### src/rtl/uart_pkg.sv
package uart_pkg;

	// One received data byte.
	typedef logic [7:0] uart_byte_t;

	// Register addresses seen by the host.
	typedef logic [1:0] uart_addr_t;

	localparam uart_addr_t addr_data = 2'd0;
	localparam uart_addr_t addr_status = 2'd1;
	localparam uart_addr_t addr_reserved_2 = 2'd2;
	localparam uart_addr_t addr_reserved_3 = 2'd3;

	// Status flags from overrun in bit 0 up to full in bit 3.
	typedef struct packed {
		logic full;
		logic frame_error;
		logic empty;
		logic overrun;
	} uart_status_t;

	// Data register layout.
	typedef struct packed {
		logic [23:0] zero;
		uart_byte_t value;
	} uart_data_view_t;

	// Status register layout.
	typedef struct packed {
		logic [27:0] zero;
		uart_status_t flags;
	} uart_status_view_t;

	// One read word, decoded by the address of the read.
	typedef union packed {
		uart_data_view_t data;
		uart_status_view_t status;
	} uart_rdata_u;

endpackage

### src/rtl/uart_rx_sampler.sv
`timescale 1ns/1ps

module uart_rx_sampler import uart_pkg::*; #(
	parameter int CLKS_PER_BIT = 16
) (
	input logic i_clock,
	input logic i_reset,
	input logic i_rx,
	output uart_byte_t o_byte,
	output logic o_byte_valid,
	output logic o_frame_error
);

	localparam int COUNT_W = $clog2(CLKS_PER_BIT);
	localparam logic [COUNT_W-1:0] FULL_BIT = COUNT_W'(CLKS_PER_BIT - 1);
	localparam logic [COUNT_W-1:0] HALF_BIT = COUNT_W'(CLKS_PER_BIT / 2 - 1);

	localparam logic [1:0] ST_IDLE = 2'd0;
	localparam logic [1:0] ST_START = 2'd1;
	localparam logic [1:0] ST_DATA = 2'd2;
	localparam logic [1:0] ST_STOP = 2'd3;

	logic rx_meta;
	logic rx_sync;
	logic rx_prev;
	logic [1:0] state;
	logic [COUNT_W-1:0] count;
	logic [2:0] bit_index;
	uart_byte_t shift;

	// Two flop synchronizer plus one flop for edge detection.
	// The line idles high.
	always_ff @(posedge i_clock) begin
		if (i_reset) begin
			rx_meta <= 1'b1;
			rx_sync <= 1'b1;
			rx_prev <= 1'b1;
		end else begin
			rx_meta <= i_rx;
			rx_sync <= rx_meta;
			rx_prev <= rx_sync;
		end
	end

	always_ff @(posedge i_clock) begin
		if (i_reset) begin
			state <= ST_IDLE;
			count <= '0;
			bit_index <= '0;
			o_byte_valid <= 1'b0;
			o_frame_error <= 1'b0;
		end else begin
			o_byte_valid <= 1'b0;
			o_frame_error <= 1'b0;
			case (state)
				ST_IDLE: begin
					// Falling edge marks a possible start bit.
					if (rx_prev && !rx_sync) begin
						state <= ST_START;
						count <= HALF_BIT;
					end
				end
				ST_START: begin
					if (count != '0) begin
						count <= count - 1'b1;
					end else if (rx_sync) begin
						// Only a glitch on the line.
						state <= ST_IDLE;
					end else begin
						state <= ST_DATA;
						count <= FULL_BIT;
						bit_index <= '0;
					end
				end
				ST_DATA: begin
					if (count != '0) begin
						count <= count - 1'b1;
					end else begin
						count <= FULL_BIT;
						bit_index <= bit_index + 1'b1;
						if (bit_index == 3'd7) begin
							state <= ST_STOP;
						end
					end
				end
				ST_STOP: begin
					if (count != '0) begin
						count <= count - 1'b1;
					end else begin
						state <= ST_IDLE;
						o_byte_valid <= rx_sync;
						o_frame_error <= !rx_sync;
					end
				end
			endcase
		end
	end

	// LSB arrives first, so shift in from the top.
	always_ff @(posedge i_clock) begin
		if (state == ST_DATA && count == '0) begin
			shift <= {rx_sync, shift[7:1]};
		end
	end

	assign o_byte = shift;

	a_one_outcome: assert property (@(posedge i_clock) disable iff (i_reset)
		!(o_byte_valid && o_frame_error));

endmodule

### src/rtl/uart_rx_fifo.sv
`timescale 1ns/1ps

module uart_rx_fifo import uart_pkg::*; #(
	parameter int FIFO_DEPTH = 4
) (
	input logic i_clock,
	input logic i_reset,
	input logic i_write,
	input uart_byte_t i_wdata,
	input logic i_read,
	output uart_byte_t o_rdata,
	output logic o_empty,
	output logic o_full,
	output logic o_overrun
);

	localparam int PTR_W = $clog2(FIFO_DEPTH);

	uart_byte_t mem [FIFO_DEPTH];
	logic [PTR_W-1:0] wr_ptr;
	logic [PTR_W-1:0] rd_ptr;
	logic [PTR_W:0] count;
	logic do_write;
	logic do_read;

	assign o_empty = (count == '0);
	assign o_full = (count == (PTR_W + 1)'(FIFO_DEPTH));

	// A write into a full buffer is dropped.
	assign do_write = i_write && !o_full;
	assign do_read = i_read && !o_empty;

	// Show-ahead output.
	assign o_rdata = mem[rd_ptr];

	always_ff @(posedge i_clock) begin
		if (do_write) begin
			mem[wr_ptr] <= i_wdata;
		end
	end

	// Pointers wrap naturally since the depth is a power of two.
	always_ff @(posedge i_clock) begin
		if (i_reset) begin
			wr_ptr <= '0;
			rd_ptr <= '0;
			count <= '0;
			o_overrun <= 1'b0;
		end else begin
			o_overrun <= i_write && o_full;
			if (do_write) begin
				wr_ptr <= wr_ptr + 1'b1;
			end
			if (do_read) begin
				rd_ptr <= rd_ptr + 1'b1;
			end
			case ({do_write, do_read})
				2'b10: count <= count + 1'b1;
				2'b01: count <= count - 1'b1;
				default: count <= count;
			endcase
		end
	end

	a_no_empty_read: assert property (@(posedge i_clock) disable iff (i_reset)
		!(i_read && o_empty));

endmodule

### src/rtl/uart_rx_regs.sv
`timescale 1ns/1ps

module uart_rx_regs import uart_pkg::*; (
	input logic i_clock,
	input logic i_reset,
	input logic i_request,
	input uart_addr_t i_address,
	input uart_byte_t i_fifo_rdata,
	input logic i_fifo_empty,
	input logic i_fifo_full,
	input logic i_frame_error,
	input logic i_overrun,
	output logic [31:0] o_rdata,
	output logic o_ready,
	output logic o_fifo_read
);

	localparam logic [1:0] ST_IDLE = 2'd0;
	localparam logic [1:0] ST_WAIT = 2'd1;
	localparam logic [1:0] ST_ANSWER = 2'd2;
	localparam logic [1:0] ST_HOLD = 2'd3;

	logic [1:0] state;
	logic frame_error_sticky;
	logic overrun_sticky;
	logic status_read;
	uart_rdata_u word;

	assign status_read = (state == ST_ANSWER) && (i_address == addr_status);

	// Read word for the current address.
	always_comb begin
		word = '0;
		case (i_address)
			addr_data: word.data.value = i_fifo_rdata;
			addr_status: begin
				word.status.flags.overrun = overrun_sticky;
				word.status.flags.empty = i_fifo_empty;
				word.status.flags.frame_error = frame_error_sticky;
				word.status.flags.full = i_fifo_full;
			end
			// Reserved addresses read as zero.
			addr_reserved_2, addr_reserved_3: word = '0;
		endcase
	end

	always_ff @(posedge i_clock) begin
		if (i_reset) begin
			state <= ST_IDLE;
			o_ready <= 1'b0;
			o_fifo_read <= 1'b0;
		end else begin
			o_fifo_read <= 1'b0;
			case (state)
				ST_IDLE: begin
					if (i_request) begin
						// A data read waits for a byte.
						if (i_address == addr_data && i_fifo_empty) begin
							state <= ST_WAIT;
						end else begin
							state <= ST_ANSWER;
						end
					end
				end
				ST_WAIT: begin
					if (!i_request) begin
						state <= ST_IDLE;
					end else if (!i_fifo_empty) begin
						state <= ST_ANSWER;
					end
				end
				ST_ANSWER: begin
					state <= ST_HOLD;
					o_ready <= 1'b1;
					o_fifo_read <= (i_address == addr_data);
				end
				ST_HOLD: begin
					if (!i_request) begin
						state <= ST_IDLE;
						o_ready <= 1'b0;
					end
				end
			endcase
		end
	end

	// Loaded once per read and held stable.
	always_ff @(posedge i_clock) begin
		if (state == ST_ANSWER) begin
			o_rdata <= word;
		end
	end

	// New errors in the clearing cycle survive.
	always_ff @(posedge i_clock) begin
		if (i_reset) begin
			frame_error_sticky <= 1'b0;
			overrun_sticky <= 1'b0;
		end else begin
			frame_error_sticky <= (frame_error_sticky && !status_read) || i_frame_error;
			overrun_sticky <= (overrun_sticky && !status_read) || i_overrun;
		end
	end

	// Ready only follows a request that was live the cycle before.
	a_ready_needs_request: assert property (@(posedge i_clock) disable iff (i_reset)
		o_ready |-> $past(i_request));

endmodule

### src/rtl/uart_rx_top.sv
`timescale 1ns/1ps

module uart_rx_top import uart_pkg::*; #(
	parameter int CLKS_PER_BIT = 16,
	parameter int FIFO_DEPTH = 4
) (
	input logic i_clock,
	input logic i_reset,
	input logic i_rx,
	input logic i_request,
	input uart_addr_t i_address,
	output logic [31:0] o_rdata,
	output logic o_ready
);

	uart_byte_t rx_byte;
	logic rx_byte_valid;
	logic rx_frame_error;
	uart_byte_t fifo_rdata;
	logic fifo_empty;
	logic fifo_full;
	logic fifo_overrun;
	logic fifo_read;

	// Serial line in.
	uart_rx_sampler #(
		.CLKS_PER_BIT(CLKS_PER_BIT)
	) sampler0 (
		.i_clock(i_clock),
		.i_reset(i_reset),
		.i_rx(i_rx),
		.o_byte(rx_byte),
		.o_byte_valid(rx_byte_valid),
		.o_frame_error(rx_frame_error)
	);

	uart_rx_fifo #(
		.FIFO_DEPTH(FIFO_DEPTH)
	) fifo0 (
		.i_clock(i_clock),
		.i_reset(i_reset),
		.i_write(rx_byte_valid),
		.i_wdata(rx_byte),
		.i_read(fifo_read),
		.o_rdata(fifo_rdata),
		.o_empty(fifo_empty),
		.o_full(fifo_full),
		.o_overrun(fifo_overrun)
	);

	// Host register port.
	uart_rx_regs regs0 (
		.i_clock(i_clock),
		.i_reset(i_reset),
		.i_request(i_request),
		.i_address(i_address),
		.i_fifo_rdata(fifo_rdata),
		.i_fifo_empty(fifo_empty),
		.i_fifo_full(fifo_full),
		.i_frame_error(rx_frame_error),
		.i_overrun(fifo_overrun),
		.o_rdata(o_rdata),
		.o_ready(o_ready),
		.o_fifo_read(fifo_read)
	);

endmodule

### config.mk
export PLATFORM = sky130hd
export DESIGN_NAME = uart_rx_top
export DESIGN_NICKNAME = d
export VERILOG_FILES = /design/src/rtl/uart_pkg.sv /design/src/rtl/uart_rx_sampler.sv /design/src/rtl/uart_rx_fifo.sv /design/src/rtl/uart_rx_regs.sv /design/src/rtl/uart_rx_top.sv
export SDC_FILE = /design/constraint.sdc
export NUM_CORES = 1
export LEC_CHECK = 0
export ABC_AREA = 1
export BUFFER_PORTS_ARGS = -buffer_cell sky130_fd_sc_hd__buf_2
export CORE_UTILIZATION = 60
export CTS_BUF_LIST = sky130_fd_sc_hd__clkbuf_8
export CTS_CLUSTER_DIAMETER = 150
export DETAILED_ROUTE_END_ITERATION = 10
export PLACE_DENSITY = 0.78
export SLEW_MARGIN = 20
export SYNTH_ARGS = -nofsm -noshare
export SYNTH_HDL_FRONTEND = slang
export SYNTH_HIERARCHICAL = 1
export SYNTH_SLANG_ARGS = --single-unit
### constraint.sdc
create_clock -name i_clock -period 2.5 [get_ports i_clock]
set_clock_uncertainty 0.2 [all_clocks]
set_input_delay 0.5 -clock i_clock [delete_from_list [all_inputs] [get_ports i_clock]]
set_output_delay 0.5 -clock i_clock [all_outputs]
set_load 0.01 [all_outputs]
Word level (Yosys, flattened, before mapping)
Memory sizes are Yosys's and may differ from the RTL's. A register that Yosys moved wholly into a read port is not among the register bits.
Cells that the tools add are included.

cells by class
  add/subtract/negate cells = 6
  equality and inequality tests = 24
  muxes and demuxes = 31
  bitwise logic cells = 2
  reduce and logical (&&, ||, !) cells = 32

operators with widths
  kind                 number
  $mux 2               13
  $mux 4               5
  $pmux 2 s4           2
  $pmux 4 s4           1
  $eq 2x2->1 const B   7
  $ne 2x2->1 const B   6
  $pmux 3 s2           2
  $pmux 4 s3           1
  $logic_and 1x1->1    9
  $mux 3               3
  $eq 2x1->1 const B   4
  $add 3x1->3 const B  2
  $eq 3x3->1 const B   2
  $logic_not 2->1      3
  $ne 2x1->1 const B   3
  $ne 3x3->1 const B   2
  $reduce_and 3->1     2
  $reduce_bool 2->1    3
  $reduce_and 5->1     1
  $add 2x1->2 const B  2
  $logic_not 1->1      4
  $logic_not 4->1      1
  $reduce_and 4->1     1
  $reduce_bool 4->1    1
  10 further kinds     15

storage, ports and cells
  register bits after elaboration = 44
  RAM bits = 32
  bits of input ports = 6
  output and inout port bits = 33
  logic and storage cells = 116
  memories kept = 1

memory list
  memory     depth  bits a word  rd ports  clocked after Yosys merged registers in  wr ports  line                text
  fifo0.mem  4      8            1         1                                        1         uart_rx_fifo.sv:19  uart_byte_t mem [FIFO_DEPTH];

Longest topological paths before layout
Gate-level depths: netlist of run 1.

  depth in word-level cells = 5
  mapped depth = 13
  mapped depth without buffers = 13

Modules after synthesis
The synthesis of run 1 kept the hierarchy.

by module, submodules not included
  module           instances  cells an instance  area each (µm²)  seq. area each (µm²)
  uart_rx_fifo     1          149                1,726.7          1,161.1
  uart_rx_sampler  1          111                1,026.0          520.5
  uart_rx_regs     1          85                 780.7            360.3

Worst setup path after synthesis of run 1
OpenSTA, ideal clock, no wires.

  path kind = flip-flop to flip-flop
  start point = register fifo0.count[1]
  end point = register fifo0.count[2]
  setup time = 0.113 ns
  arrival = 1.494 ns
  required time = 2.187 ns
  path slack = 0.694 ns
  stages on the path, launching flop included = 13
  buffers on the path = 0
  period minus slack after synthesis = 1.806 ns
  path through = dfxtp_1 > nor2_4 > nand2_2 > nand2_4 > ha_1 > inv_1 > fa_1 > inv_1 > nand2_1 > nand3_1 > nand2_1 > nand2_1 > nor2_1

between the ends
  longest elaborated chain between the ends = 5
  elaborated cells between the ends (all ways) = 12
  classes of those cells = add/sub: 2; eq/ne: 3; mux: 1; reduce/logical: 6

RTL lines
  element                                          line                                    text
  start, declared                                  uart_rx_fifo.sv:22                      logic [PTR_W:0] count;
  start signal, assigned                           uart_rx_fifo.sv:58                      2'b10: count <= count + 1'b1;
  start signal, assigned                           uart_rx_fifo.sv:59                      2'b01: count <= count - 1'b1;
  start signal, assigned                           uart_rx_fifo.sv:60                      default: count <= count;
  $eq 3x3->1 or $logic_not 3->1 (tied branches)    uart_rx_fifo.sv:27, uart_rx_fifo.sv:26
  $logic_not 1->1 (on tied branches)               --
  $logic_and 1x1->1 (on tied branches)             uart_rx_fifo.sv:30, uart_rx_fifo.sv:31
  $eq 2x1->1 or $eq 2x2->1 (tied branches)         uart_rx_fifo.sv:57                      case ({do_write, do_read})
  $pmux 3 s2 or $reduce_bool 2->1 (tied branches)  --

Parallel ways exist; a longest one is shown, timed or not.
A chain may end at the register's enable or synchronous reset.

Worst setup path in the final report of run 1
  start point = register fifo0.count[1]
  end point = register fifo0.count[2]

between the ends
  longest elaborated chain between the ends = 5
  elaborated cells between the ends (all ways) = 12
  classes of those cells = add/sub: 2; eq/ne: 3; mux: 1; reduce/logical: 6

RTL lines
  element                                          line                text
  $logic_not 3->1 *                                uart_rx_fifo.sv:26  assign o_empty = (count == '0);
  $logic_not 1->1 *                                --
  $logic_and 1x1->1 *                              uart_rx_fifo.sv:31  assign do_read = i_read && !o_empty;
  via fifo0.do_read                                uart_rx_fifo.sv:24  logic do_read;
  $eq 2x1->1 or $eq 2x2->1 (tied branches)         uart_rx_fifo.sv:57
  $pmux 3 s2 or $reduce_bool 2->1 (tied branches)  --

The timed path passes the listed nets; every way through them passes the cells marked *.

==> summary.txt, run 1 <==
Critical path
  – Crit path launch type: register
  – Worst path cell trace: nor2_4, nand2_2, nand2_1, inv_1, ha_1, inv_1, fa_1, inv_1, nand2_1, nand3_1, nand2_1, nand2_1, nor2_1
  – Critical path's top delay family: adder cells
  – Crit Reg-Reg Endpoint: fifo0/count[2]$_SDFFE_PP0P_
  – Worst path most repeated cell: nand2_1
  – R2r setup slk: 0.51 ns
  – Buf+Inv Stages, Crit Path: 3
  – Crit path DAT: 2.04 ns
  – Max incr delay on CP: 0.40 ns
  – Kind of critical path: reg -> reg
  – RR Startpoint: fifo0/count[1]$_SDFFE_PP0P_
  – Critical path capture point type: register
  – Critical Path Slowest Stage Cell: dfxtp_1
  – Crit-path max FO: 4
  – Worst endpoint required time: 2.55 ns
  – FF-to-FF path depth: 13

Synthesis
  – Post-synthesis mux area share: 0%
  – Synth area leader: edfxtp_1
  – Ys flop type: edfxtp_1
  – Synth top cells by count: edfxtp_1 (48), nor2_1 (45), nand2_1 (41), inv_1 (39), dfxtp_1 (30)
  – Avg Cell Area, Syn: 10.2 µm²
  – FF+latch count, synth: 78
  – Yosys cell types: 32
  – Post-synthesis xor/xnor area fraction: 0.248%
  – Most frequent cell after synthesis: edfxtp_1
  – Gate count after technology mapping: 345
  – Top cell type's share of synthesized area: 40.8%
  – Mapped cell area: 3530 µm²
  – Yosys warnings: 6
  – Number of synthesized flops with an enable pin: 48
  – Compound-Gate Fraction of Synth Area: 8.92%
  – Synth Area in Adders: 5.17%
  – Largest family of logic cells by synthesized area: simple AND/OR/NAND/NOR gates
  – Ys async rst share: 0%
  – Post-synthesis simple-gate area fraction: 17.1%
  – Sequential area share after synthesis: 57.8%
  – Top cells by area, synth: edfxtp_1 (41%), dfxtp_1 (17%), buf_4 (5.1%), nor2_1 (4.8%), ha_1 (4.6%)

GRT
  – Total track usage: 20.2%
  – Vias in the first global route: 2131
  – Pin count of the biggest net entering global routing: 19
  – Initial antenna violation count: 0
  – Grt ovf: 0
  – First-pass GRT wire length: 9270 µm

Timing
  – Setup TNS: 0 ns
  – Clock period minus worst slack: 1.99 ns
  – RSZ-0062 raised after global routing: false
  – Slew Limit Fails: 0
  – Final setup violation count: 0
  – Worst hold slack: 0.131 ns
  – Period utilisation layout: 79.7%
  – Fin. Hold Viols: 0
  – Max Fclk: 502 MHz

Pwr
  – Pwr per Cell Area: 783 nW/µm²
  – Lkg Pwr: 1.55 nW
  – Power share of the combinational group: 18.7%
  – Peak VDD IR: 547 µV
  – Switching Power: 0.881 mW
  – Internal Power: 2.10 mW
  – Clk network pwr share: 30.9%
  – Final total power: 2.99 mW
  – Switching share of power: 29.5%
  – Reg power frac: 50.4%

Run status
  – Outcome: complete, no violations

Clocking
  – Longest Clk Path Bufs: 2
  – Gates resized, CTS repair: 0
  – Clk pin slew, worst setup/hold paths: 0.08 ns
  – Depth of the CTS H-tree: 3
  – Total CTS buffers: 9
  – Total clock sinks: 78
  – Post-CTS Repair Setup Buffers: 0
  – Root Buffer: clkbuf_8
  – CTS tree: built
  – Hold buffer count at cts: 0
  – Clock Latency Late Sink: 0.35 ns

Detailed routing
  – DRT iter0 DRCs: 165
  – Final ANT Viol Nets: 0
  – First-pass DRT Iterations: 4
  – Vias per cell: 4.98
  – Final wirelength: 5660 µm
  – Via count: 2234
  – Number of remaining DRC errors: 0
  – Post-DR wirelength/cell: 12.6 µm

Min path
  – Cell depth of the worst hold path: 2
  – Hold WC Path Type: in -> reg
  – Worst Hold Launch: i_rx
  – Hold EP: sampler0/rx_meta$_SDFF_PP1_

Floorplan
  – Row count: 27
  – Core area: 5610 µm²
  – Die X: 78.7 µm
  – Initial core utilization: 63.0%
  – Top-level I/O count: 39
  – Die Height: 78.7 µm
  – Die area: 6200 µm²

Final layout
  – Fin nets: 392
  – Inserted Diodes: 0
  – Area grow syn2layout: 7.86%
  – Share of cells above drive strength 1: 18.6%
  – Design area: 3810 µm²
  – FILL cells: 442

Placement
  – RD Place Congestion: 0.864
  – IO Port Bufs: 14
  – DP HPWL: 3990 µm
  – Post-DP Area: 3610 µm²

Run
  – Max_cap viols: 0
[how the worst max path moves through the flow]
stage	from	endpoint	slack [ns]	cells past startpoint
after floorplan	fifo0/count[1]$_SDFFE_PP0P_	fifo0/count[2]$_SDFFE_PP0P_	0.69	12
after global placement	fifo0/count[1]$_SDFFE_PP0P_	fifo0/count[2]$_SDFFE_PP0P_	0.63	12
after detailed placement	fifo0/count[1]$_SDFFE_PP0P_	fifo0/count[2]$_SDFFE_PP0P_	0.54	12
after CTS	fifo0/count[1]$_SDFFE_PP0P_	fifo0/count[2]$_SDFFE_PP0P_	0.51	13
after global routing	fifo0/count[1]$_SDFFE_PP0P_	fifo0/count[2]$_SDFFE_PP0P_	0.33	13
final	fifo0/count[1]$_SDFFE_PP0P_	fifo0/count[2]$_SDFFE_PP0P_	0.51	13
[per-stage QoR]
stage,cells,setup WS [ns],util (%)
floorplan,368,0.694,-
global placement,433,0.630,64.5
detailed placement,433,0.537,64.5
CTS,449,0.511,68.0
global route,449,0.326,68.0
finish,449,0.508,68.0
[power by group through the flow]
stage	clock (mW)	sequential, mW	combinational (mW)
floorplan	0	1.53	0.480
global placement	0	1.53	0.546
detailed placement	0	1.53	0.558
CTS	0.943	1.50	0.559
global route	0.981	1.51	0.639
finish	0.924	1.50	0.558
[final cells by class]
| type | count | area, µm² | share of cell area, % |
|---|---|---|---|
| Timing Repair Buffer | 19 | 108 | 2.82 |
| Tap cell | 72 | 90.1 | 2.36 |
| Sequential cell | 78 | 2040 | 53.6 |
| Clock buffer | 9 | 124 | 3.25 |
| Multi-Input combinational cell | 218 | 1200 | 31.5 |
| Inverter | 46 | 175 | 4.60 |
| Clock inverter | 7 | 72.6 | 1.90 |
[cell families (layout without fill, tap and decap cells)]
logic type / Yosys count / in the layout
buffers and inverters: 72 / 81
XOR/XNOR: 1 / 1
AO/OA/AOI/OAI: 52 / 52
AND/OR/NAND/NOR: 127 / 127
flip-flops: 78 / 78
adder cells (fa/ha/maj): 14 / 14
other: 1 / 24
[metal layers]
| metal | vias to the layer above | wire length, µm | global-route usage [%] |
|---|---|---|---|
| li1 | 1140 | - | - |
| met1 | 1033 | 2460 | 22.8 |
| met2 | 55 | 2870 | 35.3 |
| met3 | 6 | 253 | 3.45 |
| met4 | 0 | 64 | 13.1 |
| met5 | - | 0 | 0 |
[cell usage in the layout (no fill, tap or decap), types with 2 or more instances in the layout]
cell	synthesis	final
nand2_2	7	7
o21ai_1	2	2
nor2_4	4	4
dfxtp_1	30	30
a21oi_1	12	12
ha_1	13	13
inv_1	39	39
edfxtp_1	48	48
buf_4	24	5
nor2_1	45	45
nor3_1	2	2
nor2_2	3	3
or2_2	2	2
conb_1	1	24
clkbuf_8	0	9
nand2_4	3	3
a22o_1	4	4
o21ai_0	18	18
o21ai_2	4	4
o22ai_1	8	8
nand2_1	41	41
nand4_1	2	2
buf_2	0	14
inv_2	6	6
a21oi_2	4	4
inv_6	0	2
nand3_1	14	14
[flip-flops by register name, indices dropped and copies added, names as in the netlist, named ones only]
register,count
sampler0/rx_sync,1
regs0/overrun_sticky,1
fifo0/mem,32
fifo0/o_overrun,1
regs0/o_rdata,8
regs0/o_ready,1
fifo0/rd_ptr,2
regs0/frame_error_sticky,1
sampler0/count,4
fifo0/count,3
sampler0/bit_index,3
regs0/o_fifo_read,1
sampler0/rx_meta,1
sampler0/state,1
sampler0/rx_prev,1
sampler0/o_frame_error,1
fifo0/wr_ptr,2
regs0/state,2
sampler0/o_byte_valid,1
sampler0/o_byte,8
(Power assumes the default switching activity.)
==> inputs of run 2 (changes only) <==
--- a/config.mk
+++ b/config.mk
@@ -7,11 +7,11 @@
 export LEC_CHECK = 0
 export ABC_AREA = 1
 export BUFFER_PORTS_ARGS = -buffer_cell sky130_fd_sc_hd__buf_2
-export CORE_UTILIZATION = 60
+export CORE_UTILIZATION = 55
 export CTS_BUF_LIST = sky130_fd_sc_hd__clkbuf_8
 export CTS_CLUSTER_DIAMETER = 150
 export DETAILED_ROUTE_END_ITERATION = 10
-export PLACE_DENSITY = 0.78
+export PLACE_DENSITY = 0.76
 export SLEW_MARGIN = 20
 export SYNTH_ARGS = -nofsm -noshare
 export SYNTH_HDL_FRONTEND = slang
==> constraint.sdc (replaced) <==
create_clock -name i_clock -period 1.7 [get_ports i_clock]
set_clock_uncertainty 0.2 [all_clocks]
set_input_delay 0.34 -clock i_clock [delete_from_list [all_inputs] [get_ports i_clock]]
set_output_delay 0.34 -clock i_clock [all_outputs]
set_load 0.01 [all_outputs]
==> run 2 against run 1 <==
The flow now finishes with violations (negative setup slack). Worst hold slack better by 0.0080 ns. Sequential power is 47% higher. First-iteration DRC count increased by 1.8%. Power rose by 56%. Core utilization down 2.3 points. Register-to-register slack worse by 0.57 ns. Combinational power grew 54%. Clock-buffer cell count unchanged. Sequential share of layout area fell by 2.1 points. Routed wire length rose by 6.0%. Clock power up 71%. Highest routed layer unchanged.
==> summary.txt, run 2 (synthesis results as in run 1) <==
Timing
  – Period utilisation layout: 104%
  – Final setup violation count: 2
  – Max Fclk: 567 MHz
  – Clock period minus worst slack: 1.76 ns
  – Worst setup margin: -0.0621 ns
  – RSZ-0062 raised after global routing: true
  – Fin. Hold Viols: 0
  – Slew Limit Fails: 0
  – Setup TNS: -0.0974 ns

Detailed routing
  – DRT iter0 DRCs: 168
  – Vias per cell: 4.95
  – Number of remaining DRC errors: 0
  – Final ANT Viol Nets: 0
  – First-pass DRT Iterations: 4
  – Via count: 2282
  – Post-DR wirelength/cell: 13.0 µm
  – Final wirelength: 6000 µm

Floorplan
  – Initial core utilization: 58.3%
  – Die Height: 82.2 µm
  – Core area: 6060 µm²
  – Die area: 6750 µm²
  – Die X: 82.2 µm
  – Top-level I/O count: 39
  – Row count: 28

Final layout
  – Number of flip-flops in the largest register: 32
  – FILL cells: 474
  – Fin nets: 401
  – Commonest non-fill, non-tap cell in the layout: edfxtp_1
  – Area grow syn2layout: 12.7%
  – Top reg by flops: fifo0/mem
  – Core Util, Final: 65.7%
  – Commonest cells after routing, fill and taps aside: edfxtp_1 (48), nor2_1 (45), inv_1 (39), nand2_1 (39), dfxtp_1 (26)
  – Share of cells above drive strength 1: 23.6%
  – Non-Filler Instances: 461
  – Inserted Diodes: 0

Pwr
  – Power share of the combinational group: 18.5%
  – Peak VDD IR: 818 µV
  – Lkg Pwr: 1.63 nW
  – Clk network pwr share: 34.0%
  – Switching Power: 1.25 mW
  – Reg power frac: 47.5%
  – Switching share of power: 26.9%
  – Pwr per Cell Area: 1170 nW/µm²
  – Final total power: 4.64 mW
  – Internal Power: 3.40 mW

Clocking
  – Root Buffer: clkbuf_8
  – Total clock sinks: 78
  – Clock Latency Late Sink: 0.34 ns
  – Longest Clk Path Bufs: 2
  – Clk pin slew, worst setup/hold paths: 0.08 ns
  – Depth of the CTS H-tree: 3
  – Total CTS buffers: 9
  – CTS tree: built

Critical path
  – Crit path launch type: register
  – Worst path cell trace: nor2_4, nand2_2, nand2_2, inv_2, ha_4, inv_2, fa_2, nand2_1, nand3_2, nor2_1, nor2_1
  – FF-to-FF path depth: 11
  – Crit-path max FO: 3
  – Worst endpoint required time: 1.74 ns
  – Critical path capture point type: register
  – Crit path DAT: 1.80 ns
  – Kind of critical path: reg -> reg
  – Critical Path Slowest Stage Cell: dfxtp_4
  – Max incr delay on CP: 0.37 ns

Placement
  – IO Port Bufs: 14
  – Placed cells: 444
  – Dpl ws: -0.0664 ns
  – DP HPWL: 4150 µm
  – RD Place Congestion: 0.811

GRT
  – Initial antenna violation count: 0
  – Grt ovf: 0
  – Total track usage: 20.6%
  – Pin count of the biggest net entering global routing: 17
  – Vias in the first global route: 2244
  – First-pass GRT wire length: 9900 µm

Min path
  – Hold WC Path Type: in -> reg
  – Cell depth of the worst hold path: 3

Run status
  – Failing checks: negative setup slack
  – Outcome: finished, violations left

Run
  – Max_cap viols: 0
run 2: cell types whose count changed in the layout (fill, tap and decap cells not counted), sizes merged:
cell	change
buf	+8
bufinv	+2
clkinv	-1
clkinvlp	-1
dlygate4sd3	+1
run 2: repair_timing:
item / in CTS / in global routing
setup endpoints to repair: 2 / 6
buffers inserted: 0 / 0
gates cloned: 0 / 0
pin swaps: 1 / 1
hold buffers: 1 / 0
gates resized for setup: 4 / 5
hold endpoints to repair: 1 / 0
run 2: area by class of cell:
class                   count  area, µm²  area share (%)
clock buffers               9        124            3.11
clock inverters             7        108            2.70
inverters                  46        175            4.40
multi-input cells         218       1240            31.2
flip-flops and latches     78       2050            51.5
well taps                  75       93.8            2.36
repair buffers             28        190            4.78
run 2: per-stage QoR:
step,hold slack [ns],instance area [µm²]
after global placement,0.194,3710
final,0.139,3980
after floorplan,0.189,3640
after detailed placement,0.202,3710
after global routing,0.141,3980
after CTS,0.114,3970
run 2: worst paths after layout:
| check | startpoint | to | slack (ns) |
|---|---|---|---|
| worst max-delay path | fifo0/count[1]$_SDFFE_PP0P_ | fifo0/count[2]$_SDFFE_PP0P_ | -0.06 |
| worst min-delay path | i_request | regs0/o_ready$_SDFFE_PP0P_ | 0.14 |
| worst max register to register | fifo0/count[1]$_SDFFE_PP0P_ | fifo0/count[2]$_SDFFE_PP0P_ | -0.06 |
| worst min register to register | sampler0/rx_meta$_SDFF_PP1_ | sampler0/rx_sync$_SDFF_PP1_ | 0.21 |
run 2: power groups by stage:
stage / Clock (mW) / Combinational, mW / Sequential (mW)
final: 1.58 / 0.858 / 2.21
after global routing: 1.71 / 0.973 / 2.23
after CTS: 1.62 / 0.851 / 2.21
after detailed placement: 0 / 0.845 / 2.25
after global placement: 0 / 0.822 / 2.25
after floorplan: 0 / 0.707 / 2.24
run 2: metal layers:
metal | wire length [µm] | vias to the layer above | track usage [%] | part of all wire, %
met5 | 0 | - | 0 | 0
met4 | 105 | 0 | 8.60 | 1.8
met3 | 238 | 8 | 7.03 | 4.0
met2 | 3080 | 52 | 35.7 | 51
met1 | 2570 | 1059 | 22.9 | 43
li1 | - | 1163 | - | -
run 2: worst max-delay path: cells and delay by family, from the launching register on:
kind	cells	cell delay, ns
adders and majority gates	2	0.46
buffers and inverters	2	0.12
DFF	1	0.37
and+or+nand+nor	7	0.51
